File: src/sq_macros.svh
// Store queue sizing and the core datapath widths shared by the packages and the RTL
`ifndef SQ_MACROS_SVH
`define SQ_MACROS_SVH

// Number of store queue entries
// Any value of 2 or more works since the pickers use index priority only
`define SQ_ENTRIES 8

// Width of an entry index, wide enough to name every entry
`define SQ_IDX_W $clog2(`SQ_ENTRIES)

// ROB tag width, sized for a 32 entry reorder buffer
`define ROB_TAG_W 5

// Store address width in bytes
`define ADDR_W 32

// Store data word width
// Byte and half stores use the low bits of the word
`define DATA_W 32

`endif

File: src/core_pkg.sv
// Core-wide store operation encoding and the datapath vector types
`default_nettype none

`include "sq_macros.svh"

package core_pkg;

    // Store size carried with every store from decode to memory
    // The top encoding is unused and never allocated
    typedef enum logic [1:0] {
        SB = 2'b00,
        SH = 2'b01,
        SW = 2'b10
    } op_t;

    // Destination tag in the ROB, also used to match retirement
    typedef logic [`ROB_TAG_W-1:0] rob_tag_t;

    // Byte address computed in the ID stage
    typedef logic [`ADDR_W-1:0] addr_t;

    // Store data, right aligned for SB and SH
    typedef logic [`DATA_W-1:0] data_t;

endpackage

`default_nettype wire

File: src/lsu_pkg.sv
// Store queue types for entry state, allocation, launch and LSU update
`default_nettype none

`include "sq_macros.svh"

package lsu_pkg;

    import core_pkg::*;

    // Index of one store queue entry
    typedef logic [`SQ_IDX_W-1:0] sq_idx_t;

    // Life of one entry
    // The top bit marks the states that the ROB has already retired
    // VALID is still speculative and can be flushed
    // MHQ_FILL_WAIT parks a store that missed until the MHQ fills the line
    // LAUNCHED holds the one store that is in the LSU pipeline
    typedef enum logic [2:0] {
        INVALID        = 3'b000,
        VALID          = 3'b001,
        MHQ_FILL_WAIT  = 3'b100,
        NONSPECULATIVE = 3'b101,
        LAUNCHED       = 3'b110
    } sq_state_t;

    // Store written into a free entry from decode
    typedef struct packed {
        op_t      op;
        rob_tag_t tag;
        addr_t    addr;
        data_t    data;
    } sq_alloc_t;

    // Store sent to the LSU pipeline on launch
    typedef struct packed {
        op_t      op;
        rob_tag_t tag;
        addr_t    addr;
        data_t    data;
    } sq_retire_t;

    // Outcome of the launched store as reported by the LSU and the MHQ
    typedef struct packed {
        logic retry;
        logic replay;
        logic mhq_retry;
        logic mhq_replay;
        logic done;
    } sq_update_t;

endpackage

`default_nettype wire

File: src/sq_entry.sv
// Single store queue entry holding one store and its five-state life cycle
`timescale 1ns/1ps
`default_nettype none

module sq_entry
    import core_pkg::*;
    import lsu_pkg::*;
(
    input  wire logic       clk,
    input  wire logic       i_rst_n,
    input  wire logic       i_flush,
    // Allocation from decode, steered here by the control block
    input  wire logic       i_alloc_en,
    input  sq_alloc_t       i_alloc,
    // ROB retirement broadcast
    input  wire logic       i_rob_retire_en,
    input  rob_tag_t        i_rob_retire_tag,
    output logic            o_rob_retire_ack,
    // Launch into the LSU pipeline
    input  wire logic       i_retire_en,
    output sq_retire_t      o_retire,
    // Result of the launch, routed only to the launched entry
    input  wire logic       i_update_en,
    input  sq_update_t      i_update,
    // MHQ fill broadcast wakes every waiting store
    input  wire logic       i_mhq_fill_en,
    output logic            o_empty,
    output logic            o_retirable
);

    sq_state_t  state_r;
    sq_state_t  state_next;
    sq_state_t  fill_target;
    sq_state_t  update_target;
    logic [2:0] update_sel;
    sq_alloc_t  payload_r;
    logic       rob_match;

    // Only a speculative entry can be retired by the ROB
    // At most one entry holds a given tag, so at most one entry acks
    assign rob_match = i_rob_retire_en && (state_r == VALID) &&
                       (payload_r.tag == i_rob_retire_tag);

    // A fill in the same cycle as the MHQ retry means the line is already back
    assign fill_target = i_mhq_fill_en ? NONSPECULATIVE : MHQ_FILL_WAIT;

    // Select is {retry, any replay, mhq_retry}
    // Any replay sends the store back for another launch
    // Retry together with mhq_retry waits for the fill
    // Everything else, a plain done included, frees the entry
    assign update_sel = {i_update.retry, i_update.replay | i_update.mhq_replay,
                         i_update.mhq_retry};

    always_comb begin
        casez (update_sel)
            3'b?1?:  update_target = NONSPECULATIVE;
            3'b101:  update_target = fill_target;
            default: update_target = INVALID;
        endcase
    end

    always_comb begin
        state_next = state_r;
        case (state_r)
            INVALID: begin
                if (i_alloc_en) begin
                    state_next = VALID;
                end
            end
            VALID: begin
                // Flush wins over a retirement in the same cycle
                if (i_flush) begin
                    state_next = INVALID;
                end else if (rob_match) begin
                    state_next = NONSPECULATIVE;
                end
            end
            MHQ_FILL_WAIT: begin
                if (i_mhq_fill_en) begin
                    state_next = NONSPECULATIVE;
                end
            end
            NONSPECULATIVE: begin
                if (i_retire_en) begin
                    state_next = LAUNCHED;
                end
            end
            LAUNCHED: begin
                // The pipeline drops the store on flush, so it must launch again
                if (i_flush) begin
                    state_next = NONSPECULATIVE;
                end else if (i_update_en) begin
                    state_next = update_target;
                end
            end
            default: begin
                state_next = INVALID;
            end
        endcase
    end

    always_ff @(posedge clk) begin
        if (!i_rst_n) begin
            state_r <= INVALID;
        end else begin
            state_r <= state_next;
        end
    end

    // Payload is only meaningful once the state leaves INVALID
    always_ff @(posedge clk) begin
        if (i_alloc_en) begin
            payload_r <= i_alloc;
        end
    end

    assign o_empty          = (state_r == INVALID);
    assign o_retirable      = (state_r == NONSPECULATIVE);
    assign o_rob_retire_ack = rob_match;

    assign o_retire.op   = payload_r.op;
    assign o_retire.tag  = payload_r.tag;
    assign o_retire.addr = payload_r.addr;
    assign o_retire.data = payload_r.data;

    // The control block must only pick a free entry for allocation
    a_alloc_when_free: assert property (@(posedge clk) disable iff (!i_rst_n)
        i_alloc_en |-> state_r == INVALID);

    // The control block must only launch an entry that the ROB retired
    a_launch_when_nonspec: assert property (@(posedge clk) disable iff (!i_rst_n)
        i_retire_en |-> state_r == NONSPECULATIVE);

    // State register stays within the five legal encodings
    a_state_legal: assert property (@(posedge clk) disable iff (!i_rst_n)
        state_r inside {INVALID, VALID, MHQ_FILL_WAIT, NONSPECULATIVE, LAUNCHED});

    // Every update from the LSU names some outcome for the launched store
    a_update_has_outcome: assert property (@(posedge clk) disable iff (!i_rst_n)
        i_update_en |-> (i_update.done || i_update.retry || i_update.replay ||
                         i_update.mhq_replay));

endmodule

`default_nettype wire

File: src/sq_launch_ctrl.sv
// Store queue control picking entries for allocation and launch and routing LSU updates
`timescale 1ns/1ps
`default_nettype none

`include "sq_macros.svh"

module sq_launch_ctrl
    import lsu_pkg::*;
(
    input  wire logic                    clk,
    input  wire logic                    i_rst_n,
    input  wire logic                    i_flush,
    input  wire logic                    i_alloc_en,
    input  wire logic                    i_update_en,
    // Status and payload returned by every entry
    input  wire logic [`SQ_ENTRIES-1:0]  i_entry_empty,
    input  wire logic [`SQ_ENTRIES-1:0]  i_entry_retirable,
    input  sq_retire_t                   i_entry_retire [`SQ_ENTRIES],
    // Per-entry strobes, each one-hot or zero
    output logic [`SQ_ENTRIES-1:0]       o_entry_alloc_en,
    output logic [`SQ_ENTRIES-1:0]       o_entry_retire_en,
    output logic [`SQ_ENTRIES-1:0]       o_entry_update_en,
    // Launch port towards the LSU pipeline
    output logic                         o_retire_en,
    output sq_retire_t                   o_retire,
    output logic                         o_empty,
    output logic                         o_full
);

    localparam logic [`SQ_ENTRIES-1:0] ONE = `SQ_ENTRIES'(1);

    logic [`SQ_ENTRIES-1:0] alloc_pick;
    logic [`SQ_ENTRIES-1:0] retire_pick;
    sq_idx_t                launch_idx;
    sq_idx_t                launched_idx_r;
    logic                   in_flight_r;

    // Lowest set bit of a vector is isolated by AND with its two's complement
    // Lower index means higher priority for both pickers
    assign alloc_pick  = i_entry_empty & (~i_entry_empty + ONE);
    assign retire_pick = i_entry_retirable & (~i_entry_retirable + ONE);

    // Encode the launch pick so the payload mux and the tracker share one index
    always_comb begin
        launch_idx = '0;
        for (int i = 0; i < `SQ_ENTRIES; i++) begin
            if (retire_pick[i]) begin
                launch_idx = sq_idx_t'(i);
            end
        end
    end

    // A full queue gives an all-zero pick, so the allocation is dropped
    assign o_entry_alloc_en = i_alloc_en ? alloc_pick : '0;

    // Only one store may be in the LSU pipeline at a time
    // Nothing launches during a flush since the pipeline is being cleared
    assign o_retire_en       = (|i_entry_retirable) && !in_flight_r && !i_flush;
    assign o_entry_retire_en = o_retire_en ? retire_pick : '0;
    assign o_retire          = i_entry_retire[launch_idx];

    // The update belongs to the store in flight and to no other entry
    assign o_entry_update_en = (i_update_en && in_flight_r) ? (ONE << launched_idx_r) : '0;

    // In-flight tracker
    // An update ends the launch, and so does a flush which sends it back
    always_ff @(posedge clk) begin
        if (!i_rst_n) begin
            in_flight_r    <= 1'b0;
            launched_idx_r <= '0;
        end else begin
            if (i_flush || i_update_en) begin
                in_flight_r <= 1'b0;
            end else if (o_retire_en) begin
                in_flight_r <= 1'b1;
            end
            if (o_retire_en) begin
                launched_idx_r <= launch_idx;
            end
        end
    end

    assign o_empty = &i_entry_empty;
    assign o_full  = ~|i_entry_empty;

    // An LSU update with no store in flight has no entry to land on
    a_update_in_flight: assert property (@(posedge clk) disable iff (!i_rst_n)
        i_update_en |-> in_flight_r);

    // Entry strobes never select more than one entry
    a_strobes_onehot: assert property (@(posedge clk) disable iff (!i_rst_n)
        $onehot0(o_entry_alloc_en) && $onehot0(o_entry_retire_en));

    // Decode should stall on full, the store is lost otherwise
    a_no_alloc_when_full: assert property (@(posedge clk) disable iff (!i_rst_n)
        i_alloc_en |-> !o_full)
        else $warning("store allocated while the store queue is full, dropped");

endmodule

`default_nettype wire

File: src/store_queue.sv
// Store queue top joining the launch control block with the array of entries
`timescale 1ns/1ps
`default_nettype none

`include "sq_macros.svh"

module store_queue
    import core_pkg::*;
    import lsu_pkg::*;
(
    input  wire logic  clk,
    input  wire logic  i_rst_n,
    // Store allocation from decode
    input  wire logic  i_alloc_en,
    input  sq_alloc_t  i_alloc,
    input  wire logic  i_flush,
    // ROB retirement
    input  wire logic  i_rob_retire_en,
    input  rob_tag_t   i_rob_retire_tag,
    output logic       o_rob_retire_ack,
    // LSU result for the launched store and MHQ fill wakeup
    input  wire logic  i_update_en,
    input  sq_update_t i_update,
    input  wire logic  i_mhq_fill_en,
    // Launch towards the LSU pipeline
    output logic       o_retire_en,
    output sq_retire_t o_retire,
    output logic       o_empty,
    output logic       o_full
);

    logic [`SQ_ENTRIES-1:0] entry_empty;
    logic [`SQ_ENTRIES-1:0] entry_retirable;
    logic [`SQ_ENTRIES-1:0] entry_rob_ack;
    logic [`SQ_ENTRIES-1:0] entry_alloc_en;
    logic [`SQ_ENTRIES-1:0] entry_retire_en;
    logic [`SQ_ENTRIES-1:0] entry_update_en;
    sq_retire_t             entry_retire [`SQ_ENTRIES];

    sq_launch_ctrl ctrl_i (
        .clk               (clk),
        .i_rst_n           (i_rst_n),
        .i_flush           (i_flush),
        .i_alloc_en        (i_alloc_en),
        .i_update_en       (i_update_en),
        .i_entry_empty     (entry_empty),
        .i_entry_retirable (entry_retirable),
        .i_entry_retire    (entry_retire),
        .o_entry_alloc_en  (entry_alloc_en),
        .o_entry_retire_en (entry_retire_en),
        .o_entry_update_en (entry_update_en),
        .o_retire_en       (o_retire_en),
        .o_retire          (o_retire),
        .o_empty           (o_empty),
        .o_full            (o_full)
    );

    // Flush, fill, retire tag and the allocation payload reach every entry
    // Only the per-entry strobes from the control block differ
    for (genvar g = 0; g < `SQ_ENTRIES; g++) begin : g_entry
        sq_entry entry_i (
            .clk              (clk),
            .i_rst_n          (i_rst_n),
            .i_flush          (i_flush),
            .i_alloc_en       (entry_alloc_en[g]),
            .i_alloc          (i_alloc),
            .i_rob_retire_en  (i_rob_retire_en),
            .i_rob_retire_tag (i_rob_retire_tag),
            .o_rob_retire_ack (entry_rob_ack[g]),
            .i_retire_en      (entry_retire_en[g]),
            .o_retire         (entry_retire[g]),
            .i_update_en      (entry_update_en[g]),
            .i_update         (i_update),
            .i_mhq_fill_en    (i_mhq_fill_en),
            .o_empty          (entry_empty[g]),
            .o_retirable      (entry_retirable[g])
        );
    end

    // At most one entry matches the tag, so the OR is the ack of that entry
    assign o_rob_retire_ack = |entry_rob_ack;

endmodule

`default_nettype wire

File: config.mk
export PLATFORM = sky130hd
export DESIGN_NAME = store_queue
export DESIGN_NICKNAME = d
export VERILOG_FILES = /design/src/core_pkg.sv /design/src/lsu_pkg.sv /design/src/sq_entry.sv /design/src/sq_launch_ctrl.sv /design/src/store_queue.sv
export VERILOG_INCLUDE_DIRS = /design/src
export SDC_FILE = /design/constraint.sdc
export NUM_CORES = 1
export LEC_CHECK = 0
export BUFFER_PORTS_ARGS = -buffer_cell sky130_fd_sc_hd__buf_2
export CORE_MARGIN = 4
export CORE_UTILIZATION = 41
export DETAILED_ROUTE_END_ITERATION = 8
export PLACE_DENSITY = 0.59
export SLEW_MARGIN = 20
export SYNTH_ARGS = -nofsm -noshare
export SYNTH_HDL_FRONTEND = slang
export SYNTH_HIERARCHICAL = 1
export SYNTH_SLANG_ARGS = --single-unit
File: constraint.sdc
create_clock -name clk -period 10.7 [get_ports clk]
set_input_delay 1.07 -clock clk [delete_from_list [all_inputs] [get_ports clk]]
set_output_delay 1.07 -clock clk [all_outputs]
set_load 0.05 [all_outputs]
==> qor.yml <==
status: "completed"
swShare_pct: 27.0
io_pins: 163
core_sq_um: 60700
dr_total_vias: 16400
first_iter_violations: 1443
yosys.area.top_type: "edfxtp_1"
finalCritPeriodShare_pct: 51.1
cts-htree-levels: 3
path_clk_slew_ns: 0.05
tritoncts.num_buffers: 66
worstSetupEndpointType: "primary output"
antenna_left: 0
wire_per_inst_microns: 23.8
drc: 0
peakVddDrop_uv: 122
gp_congestion: 0.777
cts_root_buffer: "clkbuf_16"
synth_top_area_share_pct: 67.4
grtUsageMet2_pct: 33.3
area_growth_pct: 15.0
die_area_sq_um: 65800
synth_nets: 1941
cts_tree: "built"
syn_area_sq_um: 25300
cap_viol_max_count: 0
max_freq_ghz: 0.183
grt.met1_usage_pct: 27.1
cts_sinks: 596
place_hpwl_mm: 34.6
ys_top_cells_by_area: "edfxtp_1 67%, nand2_1 5.1%, a31oi_1 3.5%"
post_cts_buffers: 0
path_class: "reg -> out"
power_mw: 5.87
whs_path_depth: 2
grt_setup_unrepaired: "false"
synth_ff_type: "edfxtp_1"
syn_area_per_cell_sq_um: 13.7
rows: 90
place_area_sq_um: 27000
worstMarginPinSlew_ns: 1.46
p_seq_share_pct: 47.4
place_ws_ns: 5.50
die_w_microns: 256
fin_util_pct: 48.0
reg2reg_from: "g_entry[1].entry_i/state_r[1]"
clkLatencyLatePin_ns: 0.59
finalHoldViolations: 0
cp.arrival_ns: 4.40
initial_core_util_pct: 41.7
syn_inst: 1853
leakage_nw: 9.54
cts.path.max_buffers: 3
synth-seq-area-share_pct: 69.6
layout_setup_ws_ns: 5.23
fin_area_sq_um: 29100
grt_busiest_layer: "met2"
avgViaCountPerCell: 5.76
p_clk_share_pct: 36.9
synth_warnings: 6
cp.required_ns: 9.63
startpoint_type: "flop"
tns_ns: 0
slew_violations: 0
drive_gt1_share_pct: 15.6
io_buffers: 161
hold_end: "g_entry[2].entry_i/state_r[0]"
combPwrFrac_pct: 15.7
ys_ff_latch: 596
die_h_microns: 256
grt_use_total_pct: 20.1
p_int_mw: 4.28
period_minus_slack_ns: 5.47
r2r_slack_ns: 7.08
hold_buffers: 0
synth_cell_types: 43
finalNetCount: 2091
grt_pass1_wl_mm: 102
timing.rr.end: "g_entry[5].entry_i/state_r[0]"
min_from: "g_entry[2].entry_i/state_r[0]"
p_switching_mw: 1.58
grt_antenna_before_repair: 11
finalSetupViolCount: 0
fillers: 5219
met3_usage_pct: 4.06
grt_pass1_vias: 16000
relSlewSlack_pct: 2.68
synth_edf_count: 568
worstHoldPathType: "reg -> reg"
crit_fanout: 37
dr.pass1.iters: 7
skew_ns: 0.0218
worstRegToRegCells: 10
cts_resized: 0
grt_max_degree: 214
postSynth.asyncResetShare_pct: 0
routed_wl_mm: 67.7
powerDensity_nw_per_um2: 202
grt_overflow: 0
-- power groups by stage --
stage / registers, mW / clock network [mW] / logic, mW
finish: 2.78 / 2.16 / 0.921
floorplan: 2.83 / 0 / 0.629
CTS: 2.78 / 2.22 / 0.932
global placement: 2.82 / 0 / 0.920
global route: 2.80 / 2.32 / 0.981
detailed placement: 2.83 / 0 / 0.928
-- flip-flops by register name, summed over array words and instances (netlist names) --
signal / count
g_entry.entry_i/o_retire: 568
g_entry.entry_i/state_r: 24
ctrl_i/in_flight_r: 1
ctrl_i/launched_idx_r: 3
-- worst max path at each step --
stage,from,endpoint,slack [ns],cells past startpoint
after floorplan,i_alloc_en,g_entry[7].entry_i/state_r[0],1.06,7
after global placement,g_entry[1].entry_i/state_r[2],o_retire[12],5.45,10
after detailed placement,g_entry[1].entry_i/state_r[2],o_retire[12],5.50,10
final,g_entry[1].entry_i/state_r[2],o_retire[39],5.23,10
after CTS,g_entry[1].entry_i/state_r[2],o_retire[12],4.82,10
after global routing,g_entry[1].entry_i/state_r[2],o_retire[39],4.96,10
-- routing by layer --
layer / wire length [microns] / part of all wire [%]
met2: 32400 / 48
met1: 29300 / 43
met3: 4450 / 6.6
met4: 1340 / 2.0
met5: 85 / 0.13
-- cell type report --
| type | count | area (sq um) | share of cell area [%] |
|---|---|---|---|
| flip-flops and latches | 596 | 17600 | 60.5 |
| multi-input cells | 1125 | 7290 | 25.0 |
| clock buffers | 83 | 1800 | 6.18 |
| repair buffers | 189 | 1050 | 3.60 |
| well taps | 782 | 978 | 3.36 |
| clock inverters | 33 | 268 | 0.920 |
| inverters | 25 | 93.8 | 0.322 |
| diodes | 5 | 12.5 | 0.0430 |
-- cell usage in the layout (no fill, tap or decap), types with 5 or more instances in the layout --
cell type / Yosys / layout
edfxtp_1: 568 / 568
nand2_1: 346 / 345
buf_2: 34 / 161
a31oi_1: 143 / 142
nor2_1: 93 / 93
nand2b_1: 82 / 81
a32oi_1: 79 / 79
clkbuf_16: 0 / 69
mux2_1: 69 / 69
o221a_1: 68 / 68
xnor2_1: 40 / 40
dfxtp_1: 28 / 28
mux2i_1: 26 / 26
buf_4: 0 / 26
inv_1: 25 / 25
nand3_1: 20 / 19
nor3_1: 19 / 17
clkinv_1: 0 / 16
o21ai_0: 17 / 16
o2111ai_1: 16 / 16
clkbuf_1: 73 / 12
nor4_1: 11 / 11
nand4_1: 10 / 10
clkinv_2: 0 / 9
nor3b_2: 8 / 9
or2b_1: 8 / 8
o22ai_1: 8 / 8
or3_1: 8 / 8
o31ai_1: 8 / 8
o21ai_2: 8 / 8
diode_2: 0 / 5
nor2b_1: 6 / 5
and3_1: 7 / 5
-- cells by family (layout without fill, tap and decap cells) --
| family | after synthesis | in the layout | share of synthesized area (%) |
|---|---|---|---|
| muxes | 97 | 97 | 4.19 |
| other | 0 | 5 | 0 |
| AOI/OAI and AO/OA | 354 | 354 | 11.2 |
| DFF | 596 | 596 | 69.6 |
| and+or+nand+nor | 634 | 634 | 11.5 |
| xor gates and xnor gates | 40 | 40 | 1.38 |
| buffers and inverters | 132 | 330 | 2.13 |
-- critical path, stage by stage (launching register included) --
cell	delay [ns]
dfxtp_1	0.38
inv_1	0.15
nor3_2	0.08
buf_4	0.21
nor4_4	0.56
nand3_1	0.22
nand2_4	0.61
buf_4	0.67
mux2_1	0.38
o221a_1	0.30
buf_2	0.24
-- metrics by stage --
stage	hold WS (ns)	instances
floorplan	0.476	1853
global placement	0.501	2716
detailed placement	0.513	2716
CTS	0.525	2832
global route	0.548	2833
finish	0.526	2838
-- synth_stat cells, types with 3 or more instances --
master	number
a31oi_1	143
a32oi_1	79
and2_1	3
and3_1	7
buf_2	34
clkbuf_1	73
dfxtp_1	28
edfxtp_1	568
inv_1	25
mux2_1	69
mux2i_1	26
nand2_1	346
nand2b_1	82
nand3_1	20
nand4_1	10
nor2_1	93
nor2b_1	6
nor3_1	19
nor3b_2	8
nor4_1	11
nor4b_1	4
o2111ai_1	16
o21ai_0	17
o21ai_2	8
o221a_1	68
o221a_2	3
o22ai_1	8
o31ai_1	8
or2b_1	8
or3_1	8
xnor2_1	40
(Power assumes the default switching activity.)
